===== config.mk =====
export PLATFORM = sky130hd
export DESIGN_NAME = daf_design
export DESIGN_NICKNAME = d
export VERILOG_FILES = /design/src/hdl/daf_pkg.sv /design/src/hdl/daf_design.sv /design/src/hdl/effects_chain.sv /design/src/hdl/i2s_receiver.sv /design/src/hdl/i2s_transmitter.sv /design/src/hdl/sample_fifo.sv
export SDC_FILE = /design/constraint.sdc
export NUM_CORES = 1
export LEC_CHECK = 0
export BUFFER_PORTS_ARGS = -buffer_cell sky130_fd_sc_hd__buf_4
export CORE_ASPECT_RATIO = 0.5
export CORE_MARGIN = 4
export CORE_UTILIZATION = 35
export DETAILED_ROUTE_END_ITERATION = 12
export HOLD_SLACK_MARGIN = 0.12
export PLACE_DENSITY = 0.48
export SETUP_SLACK_MARGIN = 0.2
export SLEW_MARGIN = 20
export SYNTH_ARGS = -nofsm -noshare
export SYNTH_HDL_FRONTEND = slang
export SYNTH_SLANG_ARGS = --single-unit

===== constraint.sdc =====
create_clock -name clk -period 9.2 [get_ports clk]
set_input_delay 0.92 -clock clk [delete_from_list [all_inputs] [get_ports clk]]
set_output_delay 0.92 -clock clk [all_outputs]
set_load 0.02 [all_outputs]

===== src/hdl/daf_pkg.sv =====
// ~~~~~~~~~~~~~~~~~~~~
// shared widths, the stereo frame word and effect constants
// referenced by scoped names from every design file
// ~~~~~~~~~~~~~~~~~~~~

package daf_pkg;

  // one signed audio sample, two's complement
  localparam int sample_w = 16;

  // left and right sample packed together
  localparam int frame_w = 2 * sample_w;

  // potentiometer setting width
  localparam int pot_w = 4;

  // left in the upper half, right in the lower half
  typedef struct packed {
    logic signed [sample_w-1:0] left;
    logic signed [sample_w-1:0] right;
  } stereo_t;

  // flat view for the serial side and the FIFO, channel view for the effects
  typedef union packed {
    logic [frame_w-1:0] word;
    stereo_t            ch;
  } frame_t;

  // clip limit and compression threshold are (pot + 1) * level_step - 1
  localparam int level_step = 2048;

  // bit positions in the mode enable
  localparam int en_clip = 0;
  localparam int en_comp = 1;
  localparam int en_fade = 2;

  // frames held in the sample FIFO, power of two
  localparam int fifo_depth_default = 4;

endpackage


===== src/hdl/daf_design.sv =====
// ~~~~~~~~~~~~~~~~~~~~
// audio effects top, serial stereo in and out
// receiver, frame FIFO and transmitter with effects
// ~~~~~~~~~~~~~~~~~~~~

`timescale 1ns/1ps

module daf_design #(
  parameter int FIFO_DEPTH = daf_pkg::fifo_depth_default
) (
  input  logic                      clk,
  input  logic                      rst_n,
  input  logic                      serial_data_in,
  input  logic                      ws_in,
  input  logic [daf_pkg::en_fade:0] swch_mode_en,
  input  logic [daf_pkg::pot_w-1:0] pot_vol,
  input  logic [daf_pkg::pot_w-1:0] pot_amp_clp,
  input  logic [daf_pkg::pot_w-1:0] pot_amp_com,
  output logic                      serial_data_out,
  output logic                      ws_out
);

  // write side, receiver to FIFO
  logic            wr_cyc;
  logic            wr_stb;
  daf_pkg::frame_t wr_dat;
  logic            wr_ack;

  // read side, FIFO to transmitter
  logic            rd_cyc;
  logic            rd_stb;
  daf_pkg::frame_t rd_dat;
  logic            rd_ack;

  i2s_receiver rx0 (
    .clk            (clk),
    .rst_n          (rst_n),
    .serial_data_in (serial_data_in),
    .ws_in          (ws_in),
    .wr_cyc         (wr_cyc),
    .wr_stb         (wr_stb),
    .wr_dat         (wr_dat),
    .wr_ack         (wr_ack)
  );

  sample_fifo #(
    .FIFO_DEPTH (FIFO_DEPTH)
  ) fifo0 (
    .clk    (clk),
    .rst_n  (rst_n),
    .wr_cyc (wr_cyc),
    .wr_stb (wr_stb),
    .wr_dat (wr_dat),
    .wr_ack (wr_ack),
    .rd_cyc (rd_cyc),
    .rd_stb (rd_stb),
    .rd_dat (rd_dat),
    .rd_ack (rd_ack)
  );

  i2s_transmitter tx0 (
    .clk             (clk),
    .rst_n           (rst_n),
    .swch_mode_en    (swch_mode_en),
    .pot_vol         (pot_vol),
    .pot_amp_clp     (pot_amp_clp),
    .pot_amp_com     (pot_amp_com),
    .rd_cyc          (rd_cyc),
    .rd_stb          (rd_stb),
    .rd_dat          (rd_dat),
    .rd_ack          (rd_ack),
    .serial_data_out (serial_data_out),
    .ws_out          (ws_out)
  );

endmodule


===== src/hdl/effects_chain.sv =====
// ~~~~~~~~~~~~~~~~~~~~
// two stage effects pipe, clip and compress then fade
// both channels handled alike, fixed latency of 2 cycles
// ~~~~~~~~~~~~~~~~~~~~

`timescale 1ns/1ps

module effects_chain (
  input  logic                        clk,
  input  logic                        rst_n,
  input  logic                        in_valid,
  input  daf_pkg::frame_t             in_frame,
  input  logic [daf_pkg::en_fade:0]   swch_mode_en,
  input  logic [daf_pkg::pot_w-1:0]   pot_vol,
  input  logic [daf_pkg::pot_w-1:0]   pot_amp_clp,
  input  logic [daf_pkg::pot_w-1:0]   pot_amp_com,
  output logic                        out_valid,
  output daf_pkg::frame_t             out_frame
);

  localparam int sw = daf_pkg::sample_w;
  // fade gain is vol / 16
  localparam int fade_shift = 4;

  // (pot + 1) * step - 1, always positive
  function automatic logic signed [sw-1:0] level(input logic [daf_pkg::pot_w-1:0] pot);
    int lv;
    lv = (int'(pot) + 1) * daf_pkg::level_step - 1;
    return lv[sw-1:0];
  endfunction

  function automatic logic signed [sw-1:0] clip(input logic signed [sw-1:0] x,
                                                input logic signed [sw-1:0] lim);
    if (x > lim) return lim;
    if (x < -lim) return -lim;
    return x;
  endfunction

  // work on magnitude so halving truncates toward zero
  function automatic logic signed [sw-1:0] compress(input logic signed [sw-1:0] x,
                                                    input logic signed [sw-1:0] thr);
    logic [sw:0] ext;
    logic [sw:0] mag;
    logic [sw:0] shaped;
    logic [sw:0] res;
    ext = {x[sw-1], x};
    // 17 bits so -32768 has a magnitude
    mag = ext[sw] ? (~ext + 1'b1) : ext;
    if (mag > {1'b0, thr}) shaped = {1'b0, thr} + ((mag - {1'b0, thr}) >> 1);
    else shaped = mag;
    res = ext[sw] ? (~shaped + 1'b1) : shaped;
    return res[sw-1:0];
  endfunction

  function automatic logic signed [sw-1:0] fade(input logic signed [sw-1:0] x,
                                                input logic [daf_pkg::pot_w-1:0] vol);
    logic signed [sw+daf_pkg::pot_w:0] prod;
    prod = (x * $signed({1'b0, vol})) >>> fade_shift;
    return prod[sw-1:0];
  endfunction

  logic            s1_valid;
  daf_pkg::frame_t s1_next;
  daf_pkg::frame_t s1_frame;
  daf_pkg::frame_t s2_next;

  // stage 1, clip before compress
  always_comb begin
    s1_next = in_frame;
    if (swch_mode_en[daf_pkg::en_clip]) begin
      s1_next.ch.left  = clip(s1_next.ch.left, level(pot_amp_clp));
      s1_next.ch.right = clip(s1_next.ch.right, level(pot_amp_clp));
    end
    if (swch_mode_en[daf_pkg::en_comp]) begin
      s1_next.ch.left  = compress(s1_next.ch.left, level(pot_amp_com));
      s1_next.ch.right = compress(s1_next.ch.right, level(pot_amp_com));
    end
  end

  // stage 2, volume
  always_comb begin
    s2_next = s1_frame;
    if (swch_mode_en[daf_pkg::en_fade]) begin
      s2_next.ch.left  = fade(s1_frame.ch.left, pot_vol);
      s2_next.ch.right = fade(s1_frame.ch.right, pot_vol);
    end
  end

  // valid rides with the data
  always_ff @(posedge clk or negedge rst_n) begin
    if (!rst_n) begin
      s1_valid  <= 1'b0;
      out_valid <= 1'b0;
    end else begin
      s1_valid  <= in_valid;
      out_valid <= s1_valid;
    end
  end

  always_ff @(posedge clk) begin
    s1_frame  <= s1_next;
    out_frame <= s2_next;
  end

endmodule


===== src/hdl/i2s_receiver.sv =====
// ~~~~~~~~~~~~~~~~~~~~
// serial stereo frame receiver, one bit per clk
// writes each finished frame to the sample FIFO as a Wishbone master
// ~~~~~~~~~~~~~~~~~~~~

`timescale 1ns/1ps

module i2s_receiver (
  input  logic            clk,
  input  logic            rst_n,
  input  logic            serial_data_in,
  input  logic            ws_in,
  output logic            wr_cyc,
  output logic            wr_stb,
  output daf_pkg::frame_t wr_dat,
  input  logic            wr_ack
);

  localparam int cnt_w = $clog2(daf_pkg::frame_w);

  logic             ws_q;
  logic             ws_fall;
  logic             busy;
  logic [cnt_w-1:0] bit_cnt;
  logic             last_bit;
  daf_pkg::frame_t  shift_q;
  daf_pkg::frame_t  hold_q;

  // frame starts on the falling word select, first bit on the same edge
  assign ws_fall = ws_q & ~ws_in;

  // bit_cnt holds the number of bits already taken
  assign last_bit = busy && (bit_cnt == cnt_w'(daf_pkg::frame_w - 1));

  always_ff @(posedge clk or negedge rst_n) begin
    if (!rst_n) begin
      // idle line has word select high
      ws_q    <= 1'b1;
      busy    <= 1'b0;
      bit_cnt <= '0;
    end else begin
      ws_q <= ws_in;
      if (ws_fall) begin
        busy    <= 1'b1;
        bit_cnt <= cnt_w'(1);
      end else if (busy) begin
        bit_cnt <= bit_cnt + 1'b1;
        // 32nd bit sampled this edge
        if (last_bit) begin
          busy <= 1'b0;
        end
      end
    end
  end

  // msb first, so shift in from the bottom
  always_ff @(posedge clk) begin
    if (ws_fall || busy) begin
      shift_q.word <= {shift_q.word[daf_pkg::frame_w-2:0], serial_data_in};
    end
    // holding register frees the shifter for the next frame
    if (last_bit) begin
      hold_q.word <= {shift_q.word[daf_pkg::frame_w-2:0], serial_data_in};
    end
  end

  // one write per frame, held until the FIFO acks
  // input and output share a bit rate, so the write is done long before the next frame
  always_ff @(posedge clk or negedge rst_n) begin
    if (!rst_n) begin
      wr_stb <= 1'b0;
    end else if (last_bit) begin
      wr_stb <= 1'b1;
    end else if (wr_ack) begin
      wr_stb <= 1'b0;
    end
  end

  // classic cycle, cyc and stb move together
  assign wr_cyc = wr_stb;
  assign wr_dat = hold_q;

endmodule


===== src/hdl/i2s_transmitter.sv =====
// ~~~~~~~~~~~~~~~~~~~~
// pulls frames from the FIFO, runs them through the effects
// and shifts them out back to back in the input format
// ~~~~~~~~~~~~~~~~~~~~

`timescale 1ns/1ps

module i2s_transmitter (
  input  logic                      clk,
  input  logic                      rst_n,
  input  logic [daf_pkg::en_fade:0] swch_mode_en,
  input  logic [daf_pkg::pot_w-1:0] pot_vol,
  input  logic [daf_pkg::pot_w-1:0] pot_amp_clp,
  input  logic [daf_pkg::pot_w-1:0] pot_amp_com,
  output logic                      rd_cyc,
  output logic                      rd_stb,
  input  daf_pkg::frame_t           rd_dat,
  input  logic                      rd_ack,
  output logic                      serial_data_out,
  output logic                      ws_out
);

  localparam int fw    = daf_pkg::frame_w;
  localparam int cnt_w = $clog2(fw);

  logic             fetch;
  logic             slot_full;
  daf_pkg::frame_t  slot_q;
  logic             fx_valid;
  daf_pkg::frame_t  fx_frame;
  logic             tx_busy;
  logic [cnt_w-1:0] bit_cnt;
  logic [fw-1:0]    shift_q;
  logic             boundary;
  logic             load;

  effects_chain fx0 (
    .clk          (clk),
    .rst_n        (rst_n),
    .in_valid     (rd_ack),
    .in_frame     (rd_dat),
    .swch_mode_en (swch_mode_en),
    .pot_vol      (pot_vol),
    .pot_amp_clp  (pot_amp_clp),
    .pot_amp_com  (pot_amp_com),
    .out_valid    (fx_valid),
    .out_frame    (fx_frame)
  );

  // fetch covers the bus request and the pipe until the slot fills
  always_ff @(posedge clk or negedge rst_n) begin
    if (!rst_n) begin
      rd_stb <= 1'b0;
      fetch  <= 1'b0;
    end else if (!fetch && !slot_full) begin
      rd_stb <= 1'b1;
      fetch  <= 1'b1;
    end else begin
      if (rd_ack) rd_stb <= 1'b0;
      if (fx_valid) fetch <= 1'b0;
    end
  end

  assign rd_cyc = rd_stb;

  // idle, or last right bit on the line this cycle
  assign boundary = !tx_busy || (bit_cnt == '0);
  assign load     = boundary && slot_full;

  // slot only refills after it was emptied, so fill and load never collide
  always_ff @(posedge clk or negedge rst_n) begin
    if (!rst_n) slot_full <= 1'b0;
    else if (fx_valid) slot_full <= 1'b1;
    else if (load) slot_full <= 1'b0;
  end

  always_ff @(posedge clk) begin
    if (fx_valid) slot_q <= fx_frame;
    if (load) shift_q <= {slot_q.word[fw-2:0], 1'b0};
    else shift_q <= {shift_q[fw-2:0], 1'b0};
  end

  // bit_cnt is the bit number now leaving, wraps to 0 on the last one
  always_ff @(posedge clk or negedge rst_n) begin
    if (!rst_n) begin
      tx_busy         <= 1'b0;
      bit_cnt         <= '0;
      ws_out          <= 1'b1;
      serial_data_out <= 1'b0;
    end else if (load) begin
      // ws falls with the left msb
      tx_busy         <= 1'b1;
      bit_cnt         <= cnt_w'(1);
      ws_out          <= 1'b0;
      serial_data_out <= slot_q.word[fw-1];
    end else if (boundary) begin
      tx_busy         <= 1'b0;
      ws_out          <= 1'b1;
      serial_data_out <= 1'b0;
    end else begin
      bit_cnt         <= bit_cnt + 1'b1;
      // upper half of the count is the right channel
      ws_out          <= bit_cnt[cnt_w-1];
      serial_data_out <= shift_q[fw-1];
    end
  end

endmodule


===== src/hdl/sample_fifo.sv =====
// ~~~~~~~~~~~~~~~~~~~~
// frame FIFO between receiver and transmitter
// Wishbone slave on both sides, ack withheld while full or empty
// ~~~~~~~~~~~~~~~~~~~~

`timescale 1ns/1ps

module sample_fifo #(
  parameter int FIFO_DEPTH = daf_pkg::fifo_depth_default
) (
  input  logic            clk,
  input  logic            rst_n,
  input  logic            wr_cyc,
  input  logic            wr_stb,
  input  daf_pkg::frame_t wr_dat,
  output logic            wr_ack,
  input  logic            rd_cyc,
  input  logic            rd_stb,
  output daf_pkg::frame_t rd_dat,
  output logic            rd_ack
);

  localparam int aw = $clog2(FIFO_DEPTH);

  daf_pkg::frame_t mem [FIFO_DEPTH];

  // extra top bit tells full from empty when the addresses match
  logic [aw:0] wr_ptr;
  logic [aw:0] rd_ptr;
  logic        full;
  logic        empty;
  logic        wr_go;
  logic        rd_go;

  assign empty = (wr_ptr == rd_ptr);
  assign full  = (wr_ptr[aw] != rd_ptr[aw]) && (wr_ptr[aw-1:0] == rd_ptr[aw-1:0]);

  // a strobe still high while its ack is out is the same request
  assign wr_go = wr_cyc & wr_stb & ~wr_ack & ~full;
  assign rd_go = rd_cyc & rd_stb & ~rd_ack & ~empty;

  always_ff @(posedge clk or negedge rst_n) begin
    if (!rst_n) begin
      wr_ptr <= '0;
      rd_ptr <= '0;
      wr_ack <= 1'b0;
      rd_ack <= 1'b0;
    end else begin
      // single cycle acks
      wr_ack <= wr_go;
      rd_ack <= rd_go;
      if (wr_go) begin
        wr_ptr <= wr_ptr + 1'b1;
      end
      if (rd_go) begin
        rd_ptr <= rd_ptr + 1'b1;
      end
    end
  end

  // storage and read data
  always_ff @(posedge clk) begin
    if (wr_go) begin
      mem[wr_ptr[aw-1:0]] <= wr_dat;
    end
    // data valid together with rd_ack
    if (rd_go) begin
      rd_dat <= mem[rd_ptr[aw-1:0]];
    end
  end

endmodule


==> flow_metrics.tcl, run 1 <==
set metrics [dict create \
    cts_root_buf "clkbuf_16" \
    diodes 0 \
    grt_use_met3_pct 2.04 \
    fin_skew_ns 0.0117 \
    drc 0 \
    die-area_um2 69100 \
    finalSetupTns_ns 0 \
    slew_viol_final 0 \
    clk_pin_slew_ns 0.07 \
    synth_ff_type "edfxtp_1" \
    avgSynthCellArea_um2 10.9 \
    grt_pass1_wl_um 84100 \
    io_buffers 20 \
    drtIter0Drc 1079 \
    grt_pass1_vias 14900 \
    maxCapViolCount 0 \
    fillers 6159 \
    cp-end-kind "flop" \
    start_util_pct 35.7 \
    setup.worst_path.start "pot_amp_clp[0]" \
    finalHoldViolations 0 \
    relSlewSlack_pct 27.3 \
    syn_nets 2281 \
    fin_crit_ns 8.33 \
    path_max_fanout 10 \
    ys_seq_area_share_pct 45.4 \
    cp.required_ns 9.58 \
    finalInstanceArea_um2 25100 \
    routedWlPerCell_um 17.4 \
    wirelength_um 52300 \
    ys_ff_latch 379 \
    grt-ovfl-total 0 \
    crit_slowest_cell "ha_1" \
    synth.distinct_cells 95 \
    cts_max_path_buffers 3 \
    synth.yosys.warnings 0 \
    coreArea_um2 63500 \
    rsz0062_at_grt "false" \
    pin_count 21 \
    clk_latency_ns 0.53 \
    area_delta_synth_final_pct 10.9 \
    postRouteAntennaNets 0 \
    worstMarginPinSlew_ns 1.08 \
    drt_first_pass_iters 5 \
    post_dp_cell_area_um2 23900 \
    vias_per_cell 5.04 \
    worst-setup-path-type "input pin to flop" \
    gr-usage-met2_pct 22.9 \
    cts_sinks 379 \
    start_kind "input pin" \
    crit_top_cell "ha_1" \
    synth_edf_count 255 \
    place.gp.congestion 0.901 \
    drive_gt1_share_pct 11.5 \
    cp_slowest_stage_delay_ns 0.41 \
    via_count 15100 \
    antenna_found_initial 2 \
    cts.htree.levels 2 \
    synth_cells 2070 \
    final_nets 2308 \
    final_common_cell "edfxtp_1" \
    finalSetupViolCount 0 \
    grt-busiest-layer "met2" \
    grt_max_degree 54 \
    dp_hpwl_um 38100 \
    cts_buffers 37 \
    period_share_pct 90.6 \
    die_width_um 368 \
    critPathArrivalTime_ns 8.71 \
    rows 65 \
    status "completed" \
    grt_usage_pct 14.9 \
    grt_use_met1_pct 22.6 \
    synth_area_um2 22700 \
    max_clock_freq_mhz 120 \
    r2r_start "fifo0.rd_dat[31]$_DFFE_PP_" \
    die_height_um 188 \
    cts_tree "built" \
    min_path_type "input pin to async pin" \
    layout_common_cells "edfxtp_1, inv_1, nand2_1" \
    postSynth.asyncResetShare_pct 7.65 \
]
[final cells by class]
class | instances | area, µm² | share of cell area, %
Clock buffer | 51 | 1040 | 4.14
Sequential cell | 379 | 10300 | 41.0
Clock inverter | 17 | 149 | 0.593
Timing Repair Buffer | 62 | 465 | 1.85
Inverter | 194 | 728 | 2.90
Multi-Input combinational cell | 1423 | 11400 | 45.2
Tap cell | 871 | 1090 | 4.34
[routing by layer]
layer	vias to the layer above	part of all wire (%)	wire length, µm
met4	4	1.7	896
met5	-	0.040	21
met1	7306	52	27100
li1	7502	-	-
met2	229	43	22500
met3	63	3.4	1750
[path summary, 6_finish.rpt]
| kind | depth (start not counted) | to | slack, ns |
|---|---|---|---|
| max | 35 | tx0.fx0.s1_frame[30]$_DFF_P_ | 0.87 |
| min | 1 | rx0.wr_cyc$_DFFE_PN0P_ | 0.33 |
| max in group asynchronous | 1 | tx0.ws_out$_DFF_PN1_ | 8.49 |
| min in group clk | 0 | tx0.fx0.out_valid$_DFF_PN0_ | 0.35 |
| max reg2reg | 26 | tx0.fx0.s1_frame[30]$_DFF_P_ | 2.03 |
| min reg2reg | 0 | tx0.fx0.out_valid$_DFF_PN0_ | 0.35 |
[cell usage after synthesis, types with 20 or more instances]
cell type / count / area [µm²]
mux2_2: 56 / 631
inv_1: 192 / 721
o211ai_1: 20 / 150
dfxtp_1: 95 / 1900
ha_1: 130 / 1630
clkbuf_1: 53 / 199
o21ai_0: 71 / 355
nand2_1: 162 / 608
fa_1: 62 / 1240
nor3_1: 47 / 235
edfxtp_1: 255 / 7660
xnor2_1: 77 / 674
nand3_1: 43 / 215
a21oi_1: 103 / 515
nor2_1: 100 / 375
and2_1: 107 / 669
and3_1: 20 / 125
a21o_1: 22 / 165
dfrtp_1: 27 / 676
mux4_2: 32 / 721
xor2_1: 50 / 438
[registers in the layout, indices dropped and copies added, names as in the netlist, 3 cells and up]
name,count
rx0.bit_cnt,5
fifo0.rd_dat,32
tx0.bit_cnt,5
tx0.slot_q,32
fifo0.wr_ptr,3
tx0.fx0.out_frame,32
tx0.shift_q,31
tx0.fx0.s1_frame,32
fifo0.mem,128
rx0.wr_dat,32
rx0.shift_q,31
fifo0.rd_ptr,3
[stage by stage]
stage	util (%)	hold slack [ns]	worst slack, ns	std cells
floorplan	-	0.331	0.353	2070
global placement	37.7	0.336	0.499	2929
detailed placement	37.7	0.336	0.432	2929
CTS	39.5	0.321	0.958	2997
global route	39.5	0.344	0.245	2997
finish	39.5	0.327	0.866	2997
[cell families after synthesis]
| group | synth area share, % |
|---|---|
| and+or+nand+nor | 13.8 |
| AOI/OAI and AO/OA | 11.7 |
| DFF | 45.4 |
| buffers and inverters | 4.51 |
| adders and majority gates | 12.7 |
| xor gates and xnor gates | 5.11 |
| muxes | 6.78 |
[critical path, delay by kind of cell]
family | cells | cell delay (ns)
buffers and inverters | 4 | 0.53
and+or+nand+nor | 11 | 2.52
AOI/OAI and AO/OA | 11 | 2.50
adders and majority gates | 5 | 1.57
xor gates and xnor gates | 4 | 0.67
[repair_timing]
action / 4_1_cts / 5_1_grt
setup endpoints to repair: 0 / 1
buffers inserted: 0 / 0
hold buffers: 0 / 0
resized for setup: 0 / 1
endpoints found under the hold margin: 0 / 0
Power of run 1 is not shown: default switching activity piles up to over one toggle a cycle in this logic, so the estimate is an artifact.
==> run 2: changes to the inputs <==
--- a/config.mk
+++ b/config.mk
@@ -11,7 +11,7 @@
 export CORE_UTILIZATION = 35
 export DETAILED_ROUTE_END_ITERATION = 12
 export HOLD_SLACK_MARGIN = 0.12
-export PLACE_DENSITY = 0.48
+export PLACE_DENSITY = 0.5
 export SETUP_SLACK_MARGIN = 0.2
 export SLEW_MARGIN = 20
 export SYNTH_ARGS = -nofsm -noshare
==> constraint.sdc (replaced) <==
create_clock -name clk -period 7.5 [get_ports clk]
set_input_delay 0.75 -clock clk [delete_from_list [all_inputs] [get_ports clk]]
set_output_delay 0.75 -clock clk [all_outputs]
set_load 0.02 [all_outputs]
==> flow_metrics.tcl, run 2 (synthesized netlist as in run 1, its figures left out) <==
set metrics [dict create \
    pin_count 21 \
    grt_pass1_wl_um 84600 \
    grt_usage_pct 15.0 \
    diodes 0 \
    start_kind "input pin" \
    finalSetupTns_ns 0 \
    cp.required_ns 7.89 \
    drt_first_pass_iters 5 \
    cts_buffers 38 \
    min_path_type "input pin to async pin" \
    maxCapViolCount 0 \
    crit_top_cell "xor2_1" \
    path_max_fanout 7 \
    coreArea_um2 63500 \
    final_common_cell "edfxtp_1" \
    die_width_um 368 \
    cts.htree.levels 2 \
    vias_per_cell 4.99 \
    postRouteAntennaNets 0 \
    path_buf_inv 2 \
    holdBufCountCts 0 \
    fillers 6103 \
    dp_hpwl_um 38900 \
    largest_reg_flops 128 \
    io_buffers 20 \
    clk_pin_slew_ns 0.07 \
    grt_max_degree 54 \
    start_util_pct 35.7 \
    drtIter0Drc 1089 \
    rows 65 \
    fin_skew_ns 0.0242 \
    clk_latency_ns 0.54 \
    finalSetupViolCount 0 \
    rsz0062_at_grt "true" \
    area_delta_synth_final_pct 15.6 \
    relSlewSlack_pct 35.7 \
    final_nets 2406 \
    cp-end-kind "flop" \
    crit_slowest_cell "or3_4" \
    cts_root_buf "clkbuf_16" \
    fin_crit_ns 6.89 \
    drive_gt1_share_pct 17.3 \
    cts_tree "built" \
    die_height_um 188 \
    period_share_pct 91.9 \
    via_count 15400 \
    max_clock_freq_mhz 145 \
    cts_sinks 379 \
    critPathArrivalTime_ns 7.28 \
    layout_common_cells "edfxtp_1, inv_1, nand2_1" \
    crit_family "compound AO/OA/AOI/OAI gates" \
    cp_slowest_stage_delay_ns 0.40 \
    grt_pass1_vias 15000 \
    holdWs_ns 0.148 \
    grt-ovfl-total 0 \
    status "completed" \
    finalHoldViolations 0 \
    die-area_um2 69100 \
    cts_max_path_buffers 3 \
    drc 0 \
    wirelength_um 52200 \
    worstMarginPinSlew_ns 0.962 \
    worst-setup-path-type "input pin to flop" \
    place.gp.congestion 0.905 \
    fin_util_pct 41.2 \
    routedWlPerCell_um 16.9 \
    antenna_found_initial 0 \
    slew_viol_final 0 \
]
[run 2: changes by cell type in the layout (fill, tap and decap cells not counted), sizes merged]
cell	change
clkinv	+4
bufinv	+3
buf	+97
clkinvlp	+2
clkbuf	-8
[run 2: stage by stage]
stage               worst slack (ns)  instance area (µm²)  std cells
detailed placement           -0.0162                24800       3023
floorplan                     0.0139                22900       2070
finish                         0.607                26200       3095
global placement              0.0345                24800       3023
CTS                            0.512                26100       3092
global route                   0.146                26200       3095
[run 2: final timing paths]
check | start | end | slack [ns] | cells after the start
min | rst_n | rx0.wr_cyc$_DFFE_PN0P_ | 0.15 | 1
max | pot_amp_clp[0] | tx0.fx0.s1_frame[30]$_DFF_P_ | 0.61 | 32
min in group clk | ws_in | rx0.ws_q$_DFF_PN1_ | 0.33 | 1
max reg2reg | fifo0.rd_dat[31]$_DFFE_PP_ | tx0.fx0.s1_frame[30]$_DFF_P_ | 1.20 | 26
min reg2reg | tx0.fx0.s1_valid$_DFF_PN0_ | tx0.fx0.out_valid$_DFF_PN0_ | 0.35 | 0
max in group asynchronous | rst_n | tx0.ws_out$_DFF_PN1_ | 6.98 | 1
[run 2: final cells by class]
type | instances | area, µm² | share of cell area, %
Tap cell | 871 | 1090 | 4.16
Inverter | 194 | 728 | 2.78
Clock buffer | 43 | 980 | 3.74
Sequential cell | 379 | 10300 | 39.3
Multi-Input combinational cell | 1423 | 11600 | 44.3
Clock inverter | 26 | 292 | 1.11
Timing Repair Buffer | 159 | 1190 | 4.56
[run 2: what timing repair did]
item                       CTS  global route
setup endpoints to repair    0             8
setup buffers                0             3
resized for setup            0             6
[run 2: layer usage]
metal	GRT usage [%]	part of all wire, %	vias up
li1	-	-	7698
met1	22.3	51	7429
met2	23.7	44	260
met3	2.09	3.6	51
met4	2.52	1.3	0
met5	0	0	-
[run 2: worst reg2reg max path, delay by kind of cell (launching register included)]
family,cells,cell delay (ns)
simple gates,10,2.53
flops,1,0.46
xor+xnor,2,0.33
fa+ha+maj,4,1.17
compound gates,10,1.65
Power of run 2 is left out for the same reason.
